<file path="config.mk">
export PLATFORM = sky130hd
export DESIGN_NAME = fetch_top
export DESIGN_NICKNAME = d
export VERILOG_FILES = /design/src/hw/fetch_pkg.sv /design/src/hw/cache_if.sv /design/src/hw/backing_rom.sv /design/src/hw/line_store.sv /design/src/hw/fetch_ctrl.sv /design/src/hw/fetch_top.sv
export SDC_FILE = /design/constraint.sdc
export NUM_CORES = 1
export LEC_CHECK = 0
export BUFFER_PORTS_ARGS = -buffer_cell sky130_fd_sc_hd__buf_2
export CELL_PAD_IN_SITES_DETAIL_PLACEMENT = 0
export CELL_PAD_IN_SITES_GLOBAL_PLACEMENT = 1
export CORE_AREA = 10 10 119 164
export DETAILED_ROUTE_END_ITERATION = 10
export DIE_AREA = 0 0 129 174
export PLACE_DENSITY_LB_ADDON = 0.1
export SLEW_MARGIN = 5
export SYNTH_ARGS = -nofsm -noshare
export SYNTH_HDL_FRONTEND = slang
export SYNTH_HIERARCHICAL = 1
export SYNTH_SLANG_ARGS = --single-unit
</file>
<file path="constraint.sdc">
create_clock -name clk -period 4.4 [get_ports clk]
set_clock_uncertainty 0.15 [all_clocks]
set_input_delay 0.88 -clock clk [delete_from_list [all_inputs] [get_ports clk]]
set_output_delay 0.88 -clock clk [all_outputs]
set_load 0.02 [all_outputs]
</file>
<file path="src/rom_image.hex">
// one byte per ROM address, address 0 first
3c
a7
19
e2
5b
80
f4
06
d1
6e
2f
98
c5
43
7a
bd

</file>
<file path="src/hw/fetch_pkg.sv">
package fetch_pkg;

    // requester address and returned byte
    localparam int ADDR_W = 4;
    localparam int DATA_W = 8;

    // one line per address, so nothing is ever evicted
    localparam int DEPTH = 1 << ADDR_W;

    // idle waits for req
    // lookup checks the line
    // fill returns the ROM byte after a miss
    typedef enum logic [1:0] {
        st_idle   = 2'd0,
        st_lookup = 2'd1,
        st_fill   = 2'd2
    } fetch_state_t;

endpackage

</file>
<file path="src/hw/cache_if.sv">
`timescale 1ns/1ps

interface cache_if;

    // driven by the fetch controller
    logic                          cs;
    logic                          we;
    logic [fetch_pkg::ADDR_W-1:0]  addr;
    logic [fetch_pkg::DATA_W-1:0]  wdata;

    // driven by the line store, follows addr
    logic [fetch_pkg::DATA_W-1:0]  rdata;
    logic                          line_valid;

    modport ctrl (
        output cs, we, addr, wdata,
        input  rdata, line_valid
    );

    modport store (
        input  cs, we, addr, wdata,
        output rdata, line_valid
    );

endinterface

</file>
<file path="src/hw/backing_rom.sv">
`timescale 1ns/1ps

module backing_rom (
    input  logic [fetch_pkg::ADDR_W-1:0] rom_addr,
    output logic [fetch_pkg::DATA_W-1:0] rom_data
);

    logic [fetch_pkg::DATA_W-1:0] rom_mem [fetch_pkg::DEPTH];

    // contents come from the image file in the run directory
    initial begin
        $readmemh("/design/src/rom_image.hex", rom_mem);
    end

    // asynchronous read, the cache samples it during lookup and fill
    always_comb begin
        rom_data = rom_mem[rom_addr];
    end

endmodule

</file>
<file path="src/hw/line_store.sv">
`timescale 1ns/1ps

module line_store (
    input  logic    clk,
    input  logic    rst,
    cache_if.store  bus
);

    logic [fetch_pkg::DATA_W-1:0] line_mem [fetch_pkg::DEPTH];
    logic [fetch_pkg::DEPTH-1:0]  valid_bits;
    logic                         wr_en;

    assign wr_en = bus.cs && bus.we;

    // data array
    always_ff @(posedge clk) begin
        if (wr_en) begin
            line_mem[bus.addr] <= bus.wdata;
        end
    end

    // valid bits, cleared by reset and set by a fill
    always_ff @(posedge clk) begin
        if (rst) begin
            valid_bits <= '0;
        end else if (wr_en) begin
            valid_bits[bus.addr] <= 1'b1;
        end
    end

    // combinational read follows addr
    always_comb begin
        bus.rdata      = line_mem[bus.addr];
        bus.line_valid = valid_bits[bus.addr];
    end

    // reset leaves every line empty
    a_reset_invalidates: assert property (
        @(posedge clk) rst |=> (valid_bits == '0)
    ) else $error("line_store: line still valid after reset");

    // the controller only fills lines that missed
    a_no_overwrite: assert property (
        @(posedge clk) disable iff (rst)
        wr_en |-> !valid_bits[bus.addr]
    ) else $error("line_store: fill of a line that is already valid");

endmodule

</file>
<file path="src/hw/fetch_ctrl.sv">
`timescale 1ns/1ps

module fetch_ctrl (
    input  logic                          clk,
    input  logic                          rst,
    input  logic                          req,
    input  logic [fetch_pkg::ADDR_W-1:0]  addr,
    output logic [fetch_pkg::ADDR_W-1:0]  rom_addr,
    input  logic [fetch_pkg::DATA_W-1:0]  rom_data,
    cache_if.ctrl                         bus,
    output logic [fetch_pkg::DATA_W-1:0]  data,
    output logic                          valid,
    output logic                          hit
);

    fetch_pkg::fetch_state_t state;
    fetch_pkg::fetch_state_t state_next;

    logic [fetch_pkg::ADDR_W-1:0] addr_q;
    logic                         accept;
    logic                         lookup_hit;
    logic                         lookup_miss;

    // req only counts while idle
    assign accept      = (state == fetch_pkg::st_idle) && req;
    assign lookup_hit  = (state == fetch_pkg::st_lookup) && bus.line_valid;
    assign lookup_miss = (state == fetch_pkg::st_lookup) && !bus.line_valid;

    always_comb begin
        state_next = state;
        case (state)
            fetch_pkg::st_idle: begin
                if (req) begin
                    state_next = fetch_pkg::st_lookup;
                end
            end
            fetch_pkg::st_lookup: begin
                if (bus.line_valid) begin
                    state_next = fetch_pkg::st_idle;
                end else begin
                    state_next = fetch_pkg::st_fill;
                end
            end
            fetch_pkg::st_fill: begin
                state_next = fetch_pkg::st_idle;
            end
            default: begin
                state_next = fetch_pkg::st_idle;
            end
        endcase
    end

    always_ff @(posedge clk) begin
        if (rst) begin
            state <= fetch_pkg::st_idle;
        end else begin
            state <= state_next;
        end
    end

    // accepted address, held until the next accept
    always_ff @(posedge clk) begin
        if (accept) begin
            addr_q <= addr;
        end
    end

    // same address goes to the ROM and the store
    assign rom_addr  = addr_q;
    assign bus.addr  = addr_q;
    assign bus.wdata = rom_data;

    // fill write lands on the lookup edge
    assign bus.cs = (state == fetch_pkg::st_lookup);
    assign bus.we = lookup_miss;

    // returned byte and flags
    always_ff @(posedge clk) begin
        if (rst) begin
            valid <= 1'b0;
            hit   <= 1'b0;
            data  <= '0;
        end else begin
            valid <= 1'b0;
            if (lookup_hit) begin
                valid <= 1'b1;
                hit   <= 1'b1;
                data  <= bus.rdata;
            end else if (state == fetch_pkg::st_fill) begin
                valid <= 1'b1;
                hit   <= 1'b0;
                data  <= rom_data;
            end
        end
    end

    // one pulse per request, no back-to-back valid
    a_valid_pulse: assert property (
        @(posedge clk) disable iff (rst)
        valid |=> !valid
    ) else $error("fetch_ctrl: valid held longer than one cycle");

    // fill write only right after an accept, for a line the store reports empty
    a_we_on_miss: assert property (
        @(posedge clk) disable iff (rst)
        bus.we |-> $past(accept) && !bus.line_valid
    ) else $error("fetch_ctrl: write outside a lookup miss");

    // a miss is answered from the ROM one edge later
    a_miss_returns: assert property (
        @(posedge clk) disable iff (rst)
        lookup_miss |=> ##1 (valid && !hit)
    ) else $error("fetch_ctrl: miss not returned after fill");

endmodule

</file>
<file path="src/hw/fetch_top.sv">
`timescale 1ns/1ps

module fetch_top (
    input  logic                          clk,
    input  logic                          rst,
    input  logic                          req,
    input  logic [fetch_pkg::ADDR_W-1:0]  addr,
    output logic [fetch_pkg::DATA_W-1:0]  data,
    output logic                          valid,
    output logic                          hit
);

    logic [fetch_pkg::ADDR_W-1:0] rom_addr;
    logic [fetch_pkg::DATA_W-1:0] rom_data;

    // controller to line store
    cache_if i_cache_if ();

    backing_rom i_rom (
        .rom_addr (rom_addr),
        .rom_data (rom_data)
    );

    line_store i_store (
        .clk (clk),
        .rst (rst),
        .bus (i_cache_if.store)
    );

    fetch_ctrl i_ctrl (
        .clk      (clk),
        .rst      (rst),
        .req      (req),
        .addr     (addr),
        .rom_addr (rom_addr),
        .rom_data (rom_data),
        .bus      (i_cache_if.ctrl),
        .data     (data),
        .valid    (valid),
        .hit      (hit)
    );

endmodule

</file>
# Yosys cells after proc, flatten, opt, wreduce, memory -nomap -nowiden
# Memories as Yosys holds them, arrays and structs flattened. A register that Yosys moved wholly into a read port is not among the register bits.
# Index checks and enable logic that the tools add are counted.
# Widths: inputs -> output; s select.
# word_totals
regBits	32
mem_bits_rw	128
input_bits	7
word_cells	37
n_memories	1
# memory_table
name	depth	word_bits	rd	rd_ports_with_merged_regs	write_ports	line	source
i_store.line_mem	16	8	1	1	1	line_store.sv:9	logic [fetch_pkg::DATA_W-1:0] line_mem [fetch_pkg::DEPTH];
# op_classes
n_lt_le_gt_ge	2
n_eq_ne	3
mux	16
n_bitwise	1
n_reduce_logical	8
# op_table
cell	count
$mux 8	2
$or 16x16->16	1
$mux 1	8
$logic_and 1x1->1	5
$lt 4x5->1 const B	1
$bmux 1 s4	1
$demux 1 s4	1
$ge 4x1->1 const B	1
$mux 2	2
$mux 4	1
$pmux 2 s2	1
$eq 2x1->1 const B	1
$eq 2x2->1 const B	1
$logic_not 2->1	1
$ne 2x2->1 const B	1
$reduce_bool 2->1	1
$logic_not 1->1	1

# Depth between registers and ports, before layout
# Gate-level depths: netlist (run 1).
# logic_depth
ltp_word	7
depth_mapped	9
depth_no_buf	7

# Modules after synthesis
# Netlist (run 1), hierarchy kept.
# modules_own_cells
module	n_inst	cells_per_inst	area_per_inst_um2	seq_area_each_um2
line_store	1	289	5597.9	4164.0
fetch_ctrl	1	69	772.0	360.3
backing_rom	1	9	63.8	0.0

# Least setup slack after synthesis (run 1)
# No wires, ideal clock.
# synth_path
path_type	register -> register
from	reg i_ctrl.addr_q (netlist bit i_ctrl/bus.addr[0])
to	mem i_store/line_mem[0][0] in the netlist's numbering, enable pin
setup_time_ns	0.383
t_arrival_ns	2.764
required_time_ns	3.867
path_slack_ns	1.103
path_stages_with_launch	10
period_less_slack_ns	3.297
path_cell_list	edfxtp_1 buf_6 buf_4 mux4_2 a22oi_1 nand2_1 nor2_1 nand2_1 or3_1 nor3_1
# synth_via
elab_chain_cells	7
# synth_lines
item	line	source
start, declared	fetch_ctrl.sv:19	logic [fetch_pkg::ADDR_W-1:0] addr_q;
start signal, assigned	fetch_ctrl.sv:64	addr_q <= addr;
$bmux 1 s4	line_store.sv:34	bus.line_valid = valid_bits[bus.addr];
$mux 1 (not written as such)	line_store.sv:34	
net i_cache_if.line_valid	cache_if.sv:13	logic line_valid;
$logic_not 1->1	fetch_ctrl.sv:27	assign lookup_miss = (state == fetch_pkg::st_lookup) && !bus.line_valid;
$logic_and 1x1->1	fetch_ctrl.sv:27	
net i_cache_if.we	cache_if.sv:7	logic we;
$logic_and 1x1->1	line_store.sv:13	assign wr_en = bus.cs && bus.we;
$mux 1	line_store.sv:17	if (wr_en) begin
$mux 1 (not written as such)	line_store.sv:18	line_mem[bus.addr] <= bus.wdata;
end, declared	line_store.sv:9	
# The timed path passes the listed nets, and every way through them passes these cells. The select of a mux whose other input is x is not followed.

# Worst setup path in the final report (run 1)
# layout_path
from	reg i_ctrl.addr_q (netlist bit i_ctrl/bus.addr[1])
to	mem i_store/line_mem[8][2] in the netlist's numbering, enable pin
# The elaborated chain is that of the path after synthesis.

==> results of run 1 <==
worst min-delay path: cells and delay by family, from the launching register on:
family	cells	cell delay, ps
DFF	1	320
and+or+nand+nor	1	80
AOI/OAI and AO/OA	1	40
per-layer routing:
| metal | wire length (um) | part of all wire [%] | global-route usage [%] |
|---|---|---|---|
| met5 | 0 | 0 | 0 |
| met4 | 284 | 2.0 | 5.56 |
| met3 | 560 | 4.0 | 3.53 |
| met2 | 7440 | 53 | 22.4 |
| met1 | 5790 | 41 | 15.8 |
cell usage in the layout (no fill, tap or decap):
| cell type | count |
|---|---|
| sky130_fd_sc_hd__buf_2 | 16 |
| sky130_fd_sc_hd__mux4_1 | 10 |
| sky130_fd_sc_hd__nor2_1 | 31 |
| sky130_fd_sc_hd__nand4_1 | 1 |
| sky130_fd_sc_hd__or3_1 | 1 |
| sky130_fd_sc_hd__conb_1 | 8 |
| sky130_fd_sc_hd__nor3b_1 | 1 |
| sky130_fd_sc_hd__clkinv_4 | 1 |
| sky130_fd_sc_hd__and4bb_2 | 1 |
| sky130_fd_sc_hd__or2b_1 | 1 |
| sky130_fd_sc_hd__buf_4 | 17 |
| sky130_fd_sc_hd__a21oi_1 | 18 |
| sky130_fd_sc_hd__clkbuf_8 | 3 |
| sky130_fd_sc_hd__nand3_1 | 8 |
| sky130_fd_sc_hd__edfxtp_1 | 132 |
| sky130_fd_sc_hd__and2_1 | 1 |
| sky130_fd_sc_hd__nand3b_2 | 1 |
| sky130_fd_sc_hd__and4b_1 | 2 |
| sky130_fd_sc_hd__dfxtp_1 | 28 |
| sky130_fd_sc_hd__clkinvlp_4 | 1 |
| sky130_fd_sc_hd__mux4_2 | 26 |
| sky130_fd_sc_hd__inv_1 | 1 |
| sky130_fd_sc_hd__and3b_1 | 1 |
| sky130_fd_sc_hd__nor2b_1 | 4 |
| sky130_fd_sc_hd__inv_4 | 1 |
| sky130_fd_sc_hd__and4_1 | 1 |
| sky130_fd_sc_hd__nand2b_1 | 3 |
| sky130_fd_sc_hd__clkinv_2 | 3 |
| sky130_fd_sc_hd__clkbuf_1 | 2 |
| sky130_fd_sc_hd__nand4b_1 | 2 |
| sky130_fd_sc_hd__a22oi_2 | 8 |
| sky130_fd_sc_hd__clkbuf_16 | 21 |
| sky130_fd_sc_hd__nand2_1 | 11 |
| sky130_fd_sc_hd__a21oi_2 | 8 |
| sky130_fd_sc_hd__nor3_1 | 5 |
| sky130_fd_sc_hd__a22oi_1 | 18 |
power groups by stage:
stage	sequential (mW)	combinational, mW	clock, mW
after detailed placement	1.69	0.145	0
after CTS	1.66	0.146	1.50
after global routing	1.66	0.169	1.58
after global placement	1.69	0.146	0
after floorplan	1.68	0.120	0
final	1.66	0.154	1.47
worst max-delay path by stage:
stage / depth (start not counted) / end / slack, ps
after floorplan: 9 / i_store/line_mem[0][0]$_DFFE_PP_ / 1130
after global placement: 7 / i_store/line_mem[8][3]$_DFFE_PP_ / 950
after detailed placement: 7 / i_store/line_mem[8][7]$_DFFE_PP_ / 860
after CTS: 7 / i_store/line_mem[8][2]$_DFFE_PP_ / 850
after global routing: 7 / i_store/line_mem[8][2]$_DFFE_PP_ / 640
final: 7 / i_store/line_mem[8][2]$_DFFE_PP_ / 900
cell type report:
class | count | area share, %
clock inverter | 6 | 0.517
multi-input combinational | 171 | 22.8
timing repair buffer | 33 | 2.86
inverter | 1 | 0.0517
clock buffer | 26 | 7.92
tap | 203 | 3.50
sequential | 160 | 62.4
sequential cells by signal, summed over array words and instances, names as in the netlist:
name and cells:
i_store/line_mem 128, i_store/valid_bits 16, i_ctrl/data 8, i_ctrl/bus.addr 4
i_ctrl/state 2, i_ctrl/hit 1, i_ctrl/valid 1
==> results summary, run 1 <==
The via count of the first global-routing pass came out at 3383. For this run, the top clock speed supported by timing is 286 MHz. Summing internal, switching and leakage power gives 3.28 mW. The count of mapped cells out of synthesis came out at 363. The synthesized netlist occupies a cell area of 6400 um2. Of the total power, the clock network draws 44.8%. The clock-pin slew of the registers on the worst-case setup and hold paths came out at 60 ps. The arrival time of the worst setup path is 3390 ps.

The first global-routing pass estimated 21.7 mm of wire. The filler-free cell count of the finished design is 600. The buffering stage count on the worst path with inverters included came out at 0.

The count of input and output buffers is 16. Final hold analysis gives a worst-case slack of 323 ps. The combinational group share of total power is 4.7%.

Of the total power, registers draw 50.5%. The relative max-transition margin is 38.8%. The number of cells on the worst hold path is 2.

The global-route congestion overflow total came out at 0. The die width came out at 129 um. For this run, the post-layout net count is 391. The signal on the critical path passes through mux4_2 -> a22oi_1 -> nand2_1 -> nor2_1 -> nand2_1 -> or3_1 -> nor2_1. The relative area change from synthesis to final layout came out at 13.3%.

Counting every sink on the clock net gives 160. Routability-driven placement finished with a final weighted congestion of 0.785. In this run the critical register-to-register path is launched from i_ctrl/bus.addr[1]$_DFFE_PP_.

The critical path starts at i_ctrl/bus.addr[1]$_DFFE_PP_. The total internal power came out at 2.60 mW. The area used by sequential logic in the layout came out at 4520 um2. The worst-case clock buffer depth is 2. The number of vias per cell after detailed routing is 5.29. The transition at the pin with the smallest max-transition slack is 917 ps. The type of the worst min-delay path is reg -> reg. A synthesized cell averages 17.6 um2. The initial antenna violation count is 0.

The final design area excluding fillers is 7250 um2. For this design the total switching power over the nets is 0.676 mW. The number of levels the H-tree was split into came out at 4. The worst register-to-register path ends at i_store/line_mem[8][2]$_DFFE_PP_.

The count of endpoints failing setup in the final report is 0. The worst setup slack for register-to-register paths is 900 ps. The final layout contains routed wiring with a total length of 14.1 mm. The insertion delay of the later-clocked pin in the worst-skew pair came out at 420 ps. The cell class contributing the biggest share of worst-path delay is simple AND/OR/NAND/NOR gates. The total area inside the core boundary comes to 16500 um2.

The leakage power figure is 2.42 nW. The number of max-slew violations in the final report came out at 0. The peak supply drop is 0.259 mV. The total inserted antenna cells is 0. The number of placement rows came out at 56. STA classifies the critical path startpoint as a flop. Once the clock tree was built, the resizer swapped 0 gates to a different size. Net switching is 20.6% of the power. The detail-routed net length per standard cell is 23.5 um.

The detailed-routing iteration count for the pre-antenna-repair pass is 4. The run finished with clean final reports. The number of placed instances with taps included is 568.

The launch point of the worst hold path is i_store/valid_bits[14]$_SDFFE_PP0P_. The worst setup path is of the reg -> reg kind. The worst setup path is captured at a flop. Setup repair after global routing left no endpoint under its margin. At the placement stage, the worst setup path has a slack of 863 ps. In the final layout, the multi-input gates occupy 1650 um2.

Data on the critical path is required at its endpoint by 4290 ps. The global routing usage summed across all routing layers is 13.4%. The total placed instance area is 6640 um2. Along the worst path, the maximum fanout reaches 8. The number of design rule violations left after detail routing is 0. The overall die height came out at 174 um. Subtracting the final worst setup slack from the clock period gives 3500 ps.

The number of nets still failing antenna checks after routing is 0. Once the floorplan was initialized, standard cells occupied 38.7% of the core. The sink of the worst hold path is i_store/valid_bits[14]$_SDFFE_PP0P_. The number of buffers created by CTS is 17. The pin count of the biggest net entering global routing is 39. The detailed-route via count is 3173. Post-CTS timing repair inserted 0 buffers for setup. CTS placed an instance of sky130_fd_sc_hd__clkbuf_16 at the clock tree root. The total negative slack came out at 0 ps. The post-layout utilization of the core came out at 43.9%. The worst path meets setup with 898 ps of slack. The number of top-level pins came out at 17. The layout filler cell count came out at 1452.

TritonCTS built the clock tree. In the final layout, the share of cells above drive strength 1 is 27.0%. Power spread over the standard cell area amounts to 452 nW/um2. The count of yosys warnings during synthesis came out at 6.

Detailed placement finished with a half-perimeter wire length of 9.33 mm. The length in cells of the worst reg-to-reg path came out at 7. The largest individual stage delay along the critical path comes from the cell sky130_fd_sc_hd__nor2_1.

The die covers 22400 um2. The hold buffer count at cts is 0. The final hold violation count came out at 0. The final critical path takes up 79.6% of the cycle. For this run, the slowest stage of the critical path takes 640 ps. Max-cap violations in this run came to 0. The number of DRC violations after detailed-routing iteration 0 came out at 193.
Note: power is estimated with default switching activity, not from simulation.
==> run 2, diff against run 1 <==
==> constraint.sdc (replaced) <==
create_clock -name clk -period 2.9 [get_ports clk]
set_clock_uncertainty 0.15 [all_clocks]
set_input_delay 0.58 -clock clk [delete_from_list [all_inputs] [get_ports clk]]
set_output_delay 0.58 -clock clk [all_outputs]
set_load 0.02 [all_outputs]
==> results summary, run 2 (synthesized netlist as in run 1, its figures left out) <==
The flow ran to the end, and the final reports show no timing, DRC or antenna violations. The die width is 129 um (unchanged). The overall die height is 174 um (unchanged). The required time of the worst setup path came to 2890 ps (-1400 ps). The library cell used most frequently in the layout, excluding fill and tap cells, is sky130_fd_sc_hd__edfxtp_1. The total negative slack came out at 0 ps (unchanged).

The sort of element at the end of the critical path is a flop. The wire length reported by the detailed router is 14.7 mm (+4.2%). The detailed-route via count is 3328 (+4.9%). The count of endpoints failing setup in the final report is 0 (unchanged). The clock period minus worst slack is 2690 ps (-807 ps). The number of placement rows came out at 56 (unchanged). The maximum net fanout on the critical path was 5 (-3). The total area of multi-input combinational cells came to 1690 um2 (+2.5%).

The final hold violation count was 0 (unchanged). Walking the worst path, the cells encountered are mux4_2 -> a22oi_1 -> nand2_1 -> nor2_2 -> nand2_1 -> or3_4 -> nor2_2 -> buf_4. The detailed-routing iteration count for the pre-antenna-repair pass came out at 5 (+1).

The transition at the pin with the smallest max-transition slack was 933 ps (+16.3 ps). The power density over cell area came to 672 nW/um2 (+49%). The area of the core is 16500 um2 (unchanged). The global routing usage summed across all routing layers is 13.7% (+0.29 points). The effective utilization at floorplan came out at 38.7% (unchanged).

The type of the worst min-delay path is in -> reg. The filler-free cell count of the finished design came out at 623 (+3.8%). The clock-pin slew of the registers on the worst-case setup and hold paths was 60 ps (about the same). The pin count of the biggest net entering global routing is 29 (-26%). The final RePlAce weighted congestion is 0.777 (-1.0%). The cell at the root of the clock tree is sky130_fd_sc_hd__clkbuf_16. The number of top-level pins is 17 (unchanged).

The insertion delay of the later-clocked pin in the worst-skew pair came to 430 ps (about the same). The number of flip-flops under the largest register name is 128 (unchanged). The period utilization came out at 92.9% (+13 points). The number of placed instances with taps included is 584 (+2.8%). The share of post-route cells with drive strength above 1 was 32.9% (+5.9 points). For this design, the slowest cell found on the critical path is sky130_fd_sc_hd__mux4_2.

The clock sink total came out at 160 (unchanged). The maximum achievable frequency came out at 371 MHz (+30%). The final total power is 5.01 mW (+53%). The worst stage delay on the critical path is 540 ps (-100 ps). The relative area change from synthesis to final layout came out at 16.4%. The clock tree from TritonCTS is built. The detailed-placement wirelength estimate is 9.74 mm (+4.3%). The number of vias per cell after detailed routing came to 5.34 (+1.0%).

The area used by sequential logic in the layout came out at 4520 um2 (unchanged). The number of max-cap violations came out at 0 (unchanged). The number of buffers created by CTS is 17 (unchanged). The hold buffer count at cts came to 0 (unchanged). The post-layout net count came out at 414 (+5.9%). The area of the die came out at 22400 um2 (unchanged). The buffering stage count on the worst path with inverters included is 1 (+1).

The first-pass GRT wire length is 22.0 mm (+1.4%). The relative max-transition margin is 37.7% (-1.1 points). The number of design rule violations left after detail routing was 0 (unchanged). Grouping stages by cell kind, the critical path spends the most delay in simple AND/OR/NAND/NOR gates.

Leaving out fill and tap cells, the most frequent cells in the layout are 132 x sky130_fd_sc_hd__edfxtp_1, 40 x sky130_fd_sc_hd__buf_4, 28 x sky130_fd_sc_hd__dfxtp_1, 27 x sky130_fd_sc_hd__nor2_1, 26 x sky130_fd_sc_hd__mux4_2. In the final layout, the registers with the most flip-flops are i_store/line_mem: 128 flops, i_store/valid_bits: 16 flops, i_ctrl/data: 8 flops. The peak supply drop came to 0.357 mV (+38%). More flip-flops sit in one register than any other, and that register is i_store/line_mem. The layout filler cell count came out at 1450 (-0.14%). The count of input and output buffers is 16 (unchanged).

The leakage power figure came out at 2.52 nW (+4.5%). The worst hold slack is 182 ps (-141 ps). The number of DRC violations after detailed-routing iteration 0 came out at 254 (+32%). The via count of the first global-routing pass is 3476 (+2.7%). The initial antenna violation count came out at 0 (unchanged).

The global-route congestion overflow total is 0 (unchanged). The number of levels the H-tree was split into came out at 4 (unchanged). The arrival time of the worst setup path was 2690 ps (-700 ps).

The number of max-slew violations in the final report came out at 0 (unchanged). The total inserted antenna cells came out at 0 (unchanged). The kind of start point of the critical path is a flop. The worst setup path is of the reg -> reg kind. The detail-routed net length per standard cell is 23.5 um (+0.36%). The worst-case clock buffer depth came out at 2 (unchanged).

The number of nets still failing antenna checks after routing came out at 0 (unchanged).
## run 2: cell types whose count changed in the layout (fill, tap and decap cells not counted), moves of 2 or more
cell and delta:
sky130_fd_sc_hd__nor2_2 +4, sky130_fd_sc_hd__clkinvlp_4 +2, sky130_fd_sc_hd__nor3_1 -4, sky130_fd_sc_hd__bufinv_16 +3
sky130_fd_sc_hd__nor2_1 -4, sky130_fd_sc_hd__nor3_2 +3, sky130_fd_sc_hd__clkbuf_8 -3, sky130_fd_sc_hd__clkbuf_16 -4
sky130_fd_sc_hd__clkinv_1 +2, sky130_fd_sc_hd__buf_4 +23, sky130_fd_sc_hd__inv_6 +2
## run 2: per-layer routing
| layer | global-route usage [%] | routed length (um) | vias up |
|---|---|---|---|
| met1 | 15.1 | 5780 | 1727 |
| li1 | - | - | 1512 |
| met5 | 0 | 0 | - |
| met3 | 3.50 | 510 | 21 |
| met2 | 23.9 | 8090 | 68 |
| met4 | 6.13 | 291 | 0 |
## run 2: metrics by stage
| step | utilization, % | setup WS (ps) | cell area (um2) |
|---|---|---|---|
| 2_1_floorplan | - | -120 | 6460 |
| 3_3_place_gp | 41.1 | -20.2 | 6790 |
| 3_5_place_dp | 41.1 | -44.9 | 6790 |
| 4_1_cts | 44.8 | 43.2 | 7400 |
| 5_1_grt | 45.1 | -7.78 | 7450 |
| 6_report | 45.1 | 206 | 7450 |
## run 2: repair_timing
item	4_1_cts	5_1_grt
gates resized for setup	1	3
setup endpoints to repair	8	77
buffers inserted	2	5
cloned	0	0
pin swaps	0	1
## run 2: report_power, final
group / switching [mW] / internal (mW) / leakage [nW]
registers: 0.00834 / 2.50 / 1.41
clock network: 0.898 / 1.35 / 0.282
logic: 0.160 / 0.0944 / 0.827
## run 2: worst paths after layout
check                               startpoint                          endpoint  slack [ps]  depth (start not counted)
setup / recovery  i_ctrl/bus.addr[1]$_DFFE_PP_  i_store/line_mem[4][3]$_DFFE_PP_         210                          8
hold reg to reg    i_ctrl/data[6]$_SDFFE_PP0P_       i_ctrl/data[6]$_SDFFE_PP0P_         330                          2
hold / removal                         addr[2]      i_ctrl/bus.addr[2]$_DFFE_PP_         180                          1
setup reg to reg  i_ctrl/bus.addr[1]$_DFFE_PP_  i_store/line_mem[4][3]$_DFFE_PP_         210                          8
## run 2: area by class of cell
class / instances / area share, %
sequential: 160 / 60.7
multi-input combinational: 171 / 22.7
clock buffer: 18 / 5.76
timing repair buffer: 56 / 5.10
tap: 203 / 3.41
clock inverter: 14 / 2.22
inverter: 1 / 0.0504
## run 2: worst register-to-register path: cells and delay by family, from the launching register on
kind | cells | cell delay [ps]
flops | 1 | 450
mux | 1 | 540
buf+inv | 1 | 180
simple gates | 5 | 890
compound gates | 1 | 190
